File: src/verilog/zzzap_pkg.sv
package zzzap_pkg;

	// sample fields from high to low are gear, pedal and steering.
	localparam int STEER_W  = 8;
	localparam int PEDAL_W  = 8;
	localparam int SAMPLE_W = 1 + PEDAL_W + STEER_W;

	localparam int STEER_LSB = 0;
	localparam int PEDAL_LSB = STEER_LSB + STEER_W;
	localparam int GEAR_BIT  = PEDAL_LSB + PEDAL_W;

	// steering wheel travel is signed around centre.
	localparam logic signed [STEER_W-1:0] STEER_STEP   = 8'sd8;
	localparam logic signed [STEER_W-1:0] STEER_MAX    = 8'sd64;
	localparam logic signed [STEER_W-1:0] STEER_MIN    = -8'sd64;
	localparam logic signed [STEER_W-1:0] STEER_CENTRE = 8'sd0;

	// pedal travel starts from 0 at rest.
	localparam logic [PEDAL_W-1:0] PEDAL_STEP = 8'd16;
	localparam logic [PEDAL_W-1:0] PEDAL_MAX  = 8'd240;

	// the cpu sees -(steering + offset), giving 30..b0 mapped to 40..c0.
	localparam logic [STEER_W-1:0] STEER_OFFSET = 8'h10;

	// buffer sizing with one credit per slot.
	localparam int FIFO_DEPTH = 4;
	localparam int FIFO_PTR_W = $clog2(FIFO_DEPTH);
	localparam int CREDIT_W   = 3;

	localparam logic [FIFO_PTR_W-1:0] FIFO_LAST   = FIFO_PTR_W'(FIFO_DEPTH - 1);
	localparam logic [CREDIT_W-1:0]   CREDIT_INIT = CREDIT_W'(FIFO_DEPTH);

	// cpu port data width and fixed replies.
	localparam int PORT_W = 8;

	localparam logic [PORT_W-1:0] DIP_DEFAULT = 8'h3C; // coinage 1/1, 80 s, ext at 2.50, english.
	localparam logic [PORT_W-1:0] LATCH_ACK   = 8'h01;
	localparam logic [PORT_W-1:0] LATCH_NONE  = 8'h00;

	// cpu port opcodes.
	typedef enum logic [1:0] {
		PORT_LATCH = 2'd0, // take the next sample.
		PORT_STEER = 2'd1, // adjusted steering.
		PORT_PEDAL = 2'd2, // pedal nibble and gear.
		PORT_DIP   = 2'd3  // dip switch byte.
	} port_e;

endpackage
File: src/verilog/control_ramp.sv
`timescale 1ns/100ps

// turns the four direction buttons into a wheel and pedal position that
// move one step per frame, and the fire button into a two-speed gear.
module control_ramp (
	input  logic                           clk_core,
	input  logic                           rst,
	input  logic                           vsync,
	input  logic                           gas_plus,
	input  logic                           gas_minus,
	input  logic                           steer_plus,
	input  logic                           steer_minus,
	input  logic                           gear_btn,
	input  logic                           credit_return,
	output logic                           push,
	output logic [zzzap_pkg::SAMPLE_W-1:0] push_data
);

	logic vsync_r;
	logic vsync_d;
	logic frame;
	logic gear_r;
	logic gear_d;
	logic gear_edge;
	logic gear;

	logic signed [zzzap_pkg::STEER_W-1:0] steering;
	logic signed [zzzap_pkg::STEER_W-1:0] steer_next;
	logic [zzzap_pkg::PEDAL_W-1:0]        pedal;
	logic [zzzap_pkg::PEDAL_W-1:0]        pedal_next;

	logic                           pending;
	logic [zzzap_pkg::SAMPLE_W-1:0] pend_data;
	logic [zzzap_pkg::CREDIT_W-1:0] credits;
	logic                           send;

	assign frame     = vsync_r & ~vsync_d;   // one cycle per frame.
	assign gear_edge = gear_r & ~gear_d;

	// a returning credit can be spent in the cycle it arrives.
	assign send = pending & ((credits != '0) | credit_return);

	// steering steps while one button is held and drifts back to centre otherwise.
	always_comb begin
		steer_next = steering;
		if (steer_plus && !steer_minus) begin
			if (steering > zzzap_pkg::STEER_MAX - zzzap_pkg::STEER_STEP)
				steer_next = zzzap_pkg::STEER_MAX;
			else
				steer_next = steering + zzzap_pkg::STEER_STEP;
		end else if (steer_minus && !steer_plus) begin
			if (steering < zzzap_pkg::STEER_MIN + zzzap_pkg::STEER_STEP)
				steer_next = zzzap_pkg::STEER_MIN;
			else
				steer_next = steering - zzzap_pkg::STEER_STEP;
		end else if (steering > zzzap_pkg::STEER_CENTRE) begin
			if (steering < zzzap_pkg::STEER_STEP)
				steer_next = zzzap_pkg::STEER_CENTRE;
			else
				steer_next = steering - zzzap_pkg::STEER_STEP;
		end else if (steering < zzzap_pkg::STEER_CENTRE) begin
			if (steering > -zzzap_pkg::STEER_STEP)
				steer_next = zzzap_pkg::STEER_CENTRE;
			else
				steer_next = steering + zzzap_pkg::STEER_STEP;
		end
	end

	// pedal holds its place when released.
	always_comb begin
		pedal_next = pedal;
		if (gas_plus && !gas_minus) begin
			if (pedal > zzzap_pkg::PEDAL_MAX - zzzap_pkg::PEDAL_STEP)
				pedal_next = zzzap_pkg::PEDAL_MAX;
			else
				pedal_next = pedal + zzzap_pkg::PEDAL_STEP;
		end else if (gas_minus && !gas_plus) begin
			if (pedal < zzzap_pkg::PEDAL_STEP)
				pedal_next = '0;
			else
				pedal_next = pedal - zzzap_pkg::PEDAL_STEP;
		end
	end

	always_ff @(posedge clk_core) begin
		if (rst) begin
			vsync_r  <= 1'b0;
			vsync_d  <= 1'b0;
			gear_r   <= 1'b0;
			gear_d   <= 1'b0;
			gear     <= 1'b0;
			steering <= zzzap_pkg::STEER_CENTRE;
			pedal    <= '0;
			pending  <= 1'b0;
			credits  <= zzzap_pkg::CREDIT_INIT;
			push     <= 1'b0;
		end else begin
			vsync_r <= vsync;
			vsync_d <= vsync_r;
			gear_r  <= gear_btn;
			gear_d  <= gear_r;
			gear    <= gear ^ gear_edge;   // low gear / high gear.
			push    <= send;

			if (frame) begin
				steering <= steer_next;
				pedal    <= pedal_next;
				pending  <= 1'b1;          // newer frame overrides an unsent one.
			end else if (send) begin
				pending <= 1'b0;
			end

			case ({send, credit_return})
				2'b10:   credits <= credits - 1'b1;
				2'b01:   credits <= credits + 1'b1;
				default: credits <= credits;
			endcase
		end
	end

	// sample payload.
	always_ff @(posedge clk_core) begin
		if (frame)
			pend_data <= {gear, pedal_next, steer_next};
		if (send)
			push_data <= pend_data;
	end

endmodule

File: src/verilog/input_port_mux.sv
`timescale 1ns/100ps

// cpu-facing input ports. a latch read takes the oldest buffered sample,
// the other reads report from the latched copy.
module input_port_mux (
	input  logic                           clk_core,
	input  logic                           rst,
	input  logic                           empty,
	input  logic [zzzap_pkg::SAMPLE_W-1:0] head_data,
	input  logic                           port_rd,
	input  zzzap_pkg::port_e               port_sel,
	output logic                           pop,
	output logic                           rd_valid,
	output logic [zzzap_pkg::PORT_W-1:0]   rd_data
);

	logic [zzzap_pkg::SAMPLE_W-1:0] latch;
	logic [zzzap_pkg::STEER_W-1:0]  latch_steer;
	logic [zzzap_pkg::PORT_W-1:0]   steer_adj;
	logic [zzzap_pkg::PORT_W-1:0]   pedal_byte;
	logic                           take;

	// the head only moves after the pop cycle, so a latch read landing on
	// that cycle would see the same entry again. it reports no sample instead.
	assign take = port_rd & (port_sel == zzzap_pkg::PORT_LATCH) & ~empty & ~pop;

	assign latch_steer = latch[zzzap_pkg::STEER_LSB +: zzzap_pkg::STEER_W];

	// range adjust then negate modulo 256.
	assign steer_adj = -(latch_steer + zzzap_pkg::STEER_OFFSET);

	// upper pedal nibble in 3..0, gear in 4.
	assign pedal_byte = {
		3'b000,
		latch[zzzap_pkg::GEAR_BIT],
		latch[zzzap_pkg::PEDAL_LSB + zzzap_pkg::PEDAL_W - 4 +: 4]
	};

	always_ff @(posedge clk_core) begin
		if (rst) begin
			pop      <= 1'b0;
			rd_valid <= 1'b0;
			latch    <= '0;
		end else begin
			pop      <= take;    // doubles as the credit back to the producer.
			rd_valid <= port_rd;
			if (take)
				latch <= head_data;
		end
	end

	// read data is qualified by rd_valid.
	always_ff @(posedge clk_core) begin
		if (port_rd) begin
			case (port_sel)
				zzzap_pkg::PORT_LATCH:
					rd_data <= take ? zzzap_pkg::LATCH_ACK : zzzap_pkg::LATCH_NONE;
				zzzap_pkg::PORT_STEER:
					rd_data <= steer_adj;
				zzzap_pkg::PORT_PEDAL:
					rd_data <= pedal_byte;
				zzzap_pkg::PORT_DIP:
					rd_data <= zzzap_pkg::DIP_DEFAULT;
				default:
					rd_data <= zzzap_pkg::LATCH_NONE;
			endcase
		end
	end

endmodule

File: src/verilog/sample_fifo.sv
`timescale 1ns/100ps

// small circular buffer between the control producer and the cpu port.
// the producer only pushes against a credit, so no full flag is kept.
module sample_fifo (
	input  logic                           clk_core,
	input  logic                           rst,
	input  logic                           push,
	input  logic [zzzap_pkg::SAMPLE_W-1:0] push_data,
	input  logic                           pop,
	output logic                           empty,
	output logic [zzzap_pkg::SAMPLE_W-1:0] head_data
);

	logic [zzzap_pkg::SAMPLE_W-1:0]   mem [zzzap_pkg::FIFO_DEPTH];
	logic [zzzap_pkg::FIFO_PTR_W-1:0] wr_ptr;
	logic [zzzap_pkg::FIFO_PTR_W-1:0] rd_ptr;
	logic [zzzap_pkg::CREDIT_W-1:0]   count;  // holds 0..FIFO_DEPTH like the credits.

	function automatic logic [zzzap_pkg::FIFO_PTR_W-1:0] ptr_inc(
		input logic [zzzap_pkg::FIFO_PTR_W-1:0] ptr
	);
		if (ptr == zzzap_pkg::FIFO_LAST)
			return '0;
		return ptr + 1'b1;
	endfunction

	assign empty     = (count == '0);
	assign head_data = mem[rd_ptr];   // first-word fall-through.

	always_ff @(posedge clk_core) begin
		if (rst) begin
			wr_ptr <= '0;
			rd_ptr <= '0;
			count  <= '0;
		end else begin
			if (push)
				wr_ptr <= ptr_inc(wr_ptr);
			if (pop)
				rd_ptr <= ptr_inc(rd_ptr);

			case ({push, pop})
				2'b10:   count <= count + 1'b1;
				2'b01:   count <= count - 1'b1;
				default: count <= count;
			endcase
		end
	end

	// storage.
	always_ff @(posedge clk_core) begin
		if (push)
			mem[wr_ptr] <= push_data;
	end

endmodule

File: src/verilog/zzzap_controls.sv
`timescale 1ns/100ps

// control input path: button ramp, sample buffer, cpu input ports.
module zzzap_controls (
	input  logic                         clk_core,
	input  logic                         rst,
	input  logic                         vsync,
	input  logic                         gas_plus,
	input  logic                         gas_minus,
	input  logic                         steer_plus,
	input  logic                         steer_minus,
	input  logic                         gear_btn,
	input  logic                         port_rd,
	input  zzzap_pkg::port_e             port_sel,
	output logic                         rd_valid,
	output logic [zzzap_pkg::PORT_W-1:0] rd_data
);

	logic                           push;
	logic [zzzap_pkg::SAMPLE_W-1:0] push_data;
	logic                           pop;
	logic                           empty;
	logic [zzzap_pkg::SAMPLE_W-1:0] head_data;

	control_ramp ramp_i (
		.clk_core      (clk_core),
		.rst           (rst),
		.vsync         (vsync),
		.gas_plus      (gas_plus),
		.gas_minus     (gas_minus),
		.steer_plus    (steer_plus),
		.steer_minus   (steer_minus),
		.gear_btn      (gear_btn),
		.credit_return (pop),        // every pop frees one slot.
		.push          (push),
		.push_data     (push_data)
	);

	sample_fifo fifo_i (
		.clk_core  (clk_core),
		.rst       (rst),
		.push      (push),
		.push_data (push_data),
		.pop       (pop),
		.empty     (empty),
		.head_data (head_data)
	);

	input_port_mux port_i (
		.clk_core  (clk_core),
		.rst       (rst),
		.empty     (empty),
		.head_data (head_data),
		.port_rd   (port_rd),
		.port_sel  (port_sel),
		.pop       (pop),
		.rd_valid  (rd_valid),
		.rd_data   (rd_data)
	);

endmodule

File: config.mk
export PLATFORM = sky130hd
export DESIGN_NAME = zzzap_controls
export DESIGN_NICKNAME = d
export VERILOG_FILES = /design/src/verilog/zzzap_pkg.sv /design/src/verilog/control_ramp.sv /design/src/verilog/input_port_mux.sv /design/src/verilog/sample_fifo.sv /design/src/verilog/zzzap_controls.sv
export SDC_FILE = /design/constraint.sdc
export NUM_CORES = 1
export LEC_CHECK = 0
export ABC_CLOCK_PERIOD_IN_PS = 2600
export BUFFER_PORTS_ARGS = -buffer_cell sky130_fd_sc_hd__clkbuf_2
export CAP_MARGIN = 5
export CORE_ASPECT_RATIO = 1.4
export CORE_MARGIN = 1.5
export CORE_UTILIZATION = 54
export CTS_BUF_LIST = sky130_fd_sc_hd__clkbuf_4 sky130_fd_sc_hd__clkbuf_8
export DETAILED_ROUTE_END_ITERATION = 10
export PLACE_DENSITY = 0.71
export SYNTH_ARGS = -nofsm -noshare
export SYNTH_HDL_FRONTEND = slang
export SYNTH_SLANG_ARGS = --single-unit
File: constraint.sdc
create_clock -name clk_core -period 2.6 [get_ports clk_core]
set_input_delay 0.39 -clock clk_core [delete_from_list [all_inputs] [get_ports clk_core]]
set_output_delay 0.39 -clock clk_core [all_outputs]
set_load 0.03 [all_outputs]
==> out/metrics.cfg <==
[outcome]
status = finished, final reports clean

[placement]
hpwl_mm = 6.36
gp_congestion = 0.858
io_buffers = 19
post_dp_cell_area_sq_um = 5900

[synthesis]
synth_edf_count = 86
ys.flop_type = edfxtp_1
synthMuxAreaShare_pct = 6.44
synth_compound_area_share_pct = 9.29
synth_xor_area_share_pct = 1.85
ys_types = 59
synthTopCellsByArea = edfxtp_1 46%, dfxtp_1 17%, mux4_2 5.2%, ha_1 3.3%, nand2_1 2.9%
synth_top_area_cell = edfxtp_1
yosysSeqAreaShare_pct = 62.5
synthAdderAreaFrac_pct = 4.19
synth_top_family_by_area = simple AND/OR/NAND/NOR gates
synth_top_cell_area_share_pct = 45.6
ys_ff_latch = 134
synth_area_sq_um = 5670
syn_inst = 448
synthesis.nets = 476
syn_avg_cell_area_sq_um = 12.7
async_reset_ff_share_pct = 0
yosys_warnings = 0
synthSimpleGateAreaFrac_pct = 12.5

[cells_and_area]
diodes = 0
area_delta_synth_final_pct = 10.8
layout-drive-gt1-share_pct = 16.7
num-fill-cells = 829
multi_input_area_sq_um = 1960
ff_latch_area_sq_um = 3540
fin_nets = 501
postLayoutCellArea_sq_um = 6280

[job]
cap_violations = 0

[clock_tree]
cts_tree = done
cts_max_level = 4
cts-root-buf = clkbuf_8
clk_latency_ps = 430
cts_buffers = 17
clk_pin_slew_worst_paths_ps = 70
cts.path.max_buffers = 2
numClockSinks = 134

[grt]
grt-ovfl-total = 0
grt_usage_pct = 19.0
grt_start_max_net_pins = 28
antenna_found_initial = 0
grt_pass1_vias = 3372
grt_pass1_wl_mm = 16.0

[sta]
period_needed_ps = 2430
slew_violations = 0
tightest_slew_ps = 875
setup_viol_count_final = 0
skew_ps = 8.72
max_freq_mhz = 412
setup_tns_ps = 0
rsz0062_at_grt = false
final-hold-violation-count = 0
fin_crit_sh_pct = 93.3
slew_headroom_pct = 41.6

[floorplanning]
row_count = 44
dieArea_sq_um = 11100
core_sq_um = 10300
pin_count = 20
die_y_um = 124
start_util_pct = 55.1
die_w_um = 89.6

[detailed_routing]
post_drt_wl_per_cell_um = 15.1
drtPass1Iterations = 4
remaining_drc_errors = 0
vias = 3407
drtIter0Drc = 194
wirelength_mm = 9.40
antenna_left = 0
via_per_inst = 5.47

[power]
p_sw_w = 0.000914
p_clk_share_pct = 38.1
power_density_nw_per_um2 = 679
p_leak_nw = 2.18
p_comb_share_pct = 6.6
swShare_pct = 21.4
pwr-share-seq_pct = 55.2
ir_worst_vdd_v = 0.000367
internal_power_w = 0.00335

[critical_path]
cp-start-kind = register
worstSetupPathType = reg2reg
cp_data_required_time_ps = 2900
worstPathMaxFanout = 3
cp_data_arrival_time_ps = 2730
endpoint_kind = register

[min_path]
hp-class = in2reg

[cells in the final DEF (no fill, tap or decap), types with 3 or more instances in the layout]
master and count:
clkbuf_2 19, and2_1 12, nor3b_1 3, clkinv_2 3, o21a_1 3, xor2_1 7
a21oi_1 32, nor2b_1 10, clkbuf_8 17, inv_1 25, a31oi_1 5, nor4_1 5
o31ai_1 4, clkbuf_4 8, nand4_1 4, o21ai_0 6, mux2i_1 5, buf_4 6
nand2b_1 7, nor3_1 6, dfxtp_1 48, edfxtp_1 86, nand3_1 9, xnor2_1 5
mux4_2 13, ha_1 15, nor2_1 30, nand2_1 44
[metrics by stage]
step	total power, W	hold WS [ps]	instances	setup slack [ps]	util (%)
after floorplan	0.00261	400	448	294	-
after global routing	0.00444	168	623	8.50	61.0
after CTS	0.00431	156	623	119	60.9
after global placement	0.00267	403	592	230	57.3
final	0.00427	187	623	173	61.0
after detailed placement	0.00268	405	592	142	57.3
[repair_timing]
| action | CTS | global route |
|---|---|---|
| hold buffers | 0 | 0 |
| buffers inserted | 0 | 0 |
| hold endpoints to repair | 0 | 0 |
| setup endpoints to repair | 0 | 1 |
| resized for setup | 0 | 2 |
[cell families (layout without fill, tap and decap cells)]
kind of cell    count (synthesis)  after routing
simple gates                  142            142
flops                         134            134
compound gates                 78             78
buf+inv                        44             81
mux                            20             20
fa+ha+maj                      18             18
xor+xnor                       12             12
[power groups by stage]
stage               Combinational, W  Sequential [W]  Clock [W]
global placement            0.000273         0.00240          0
detailed placement          0.000280         0.00240          0
CTS                         0.000281         0.00236    0.00167
global route                0.000317         0.00236    0.00176
finish                      0.000282         0.00236    0.00163
floorplan                   0.000206         0.00240          0
[cell type report]
class,instances,area share [%]
flip-flops and latches,134,56.4
multi-input cells,270,31.2
clock buffers,25,4.68
well taps,138,2.75
repair buffers,25,2.23
inverters,25,1.49
clock inverters,6,1.25
[worst paths after layout]
kind | startpoint | endpoint | slack [ps] | depth (start not counted)
setup / recovery | port_i.pop | ramp_i.credits[2] | 170 | 8
hold / removal | vsync | ramp_i.vsync_r | 190 | 2
setup reg to reg | port_i.pop | ramp_i.credits[2] | 170 | 8
hold reg to reg | ramp_i.pend_data[3] | ramp_i.push_data[3] | 420 | 0
[Yosys cell counts, types with 3 or more instances]
cell	count
nor3b_1	3
nand3_1	9
o31ai_1	4
nor3_1	6
nor4_1	6
nand4_1	4
o21ai_0	6
xnor2_1	5
nor2b_1	10
xor2_1	7
a21oi_1	32
nand2_1	44
mux2i_1	5
clkbuf_1	13
nand2b_1	8
nor2_1	30
buf_2	3
edfxtp_1	86
o21a_1	3
and2_1	12
a31oi_1	5
mux4_2	13
dfxtp_1	48
ha_1	15
inv_1	25
[state kept, by name, indices dropped and copies added (netlist names), 2 cells and up, named ones only]
| register | cells |
|---|---|
| ramp_i.steering | 8 |
| fifo_i.mem | 52 |
| ramp_i.pend_data | 13 |
| ramp_i.pedal | 4 |
| port_i.latch | 13 |
| port_i.rd_data | 8 |
| fifo_i.rd_ptr | 2 |
| ramp_i.push_data | 13 |
| ramp_i.credits | 3 |
| fifo_i.wr_ptr | 2 |
| fifo_i.count | 3 |
[metal layers]
layer	global-route usage [%]	vias up	wire length, um
met1	22.5	1642	3890
met3	5.19	13	304
met4	8.42	0	170
met2	31.7	64	5030
met5	0	-	0
li1	-	1688	-
[critical path: stages (launching register included)]
cell and delay, ps:
dfxtp_1 330, nor4_2 330, nand2b_4 210, ha_1 190
inv_1 70, fa_1 430, xor2_1 180, o21ai_0 120
or3b_2 450
No activity file was read; power rests on OpenSTA's default activity.
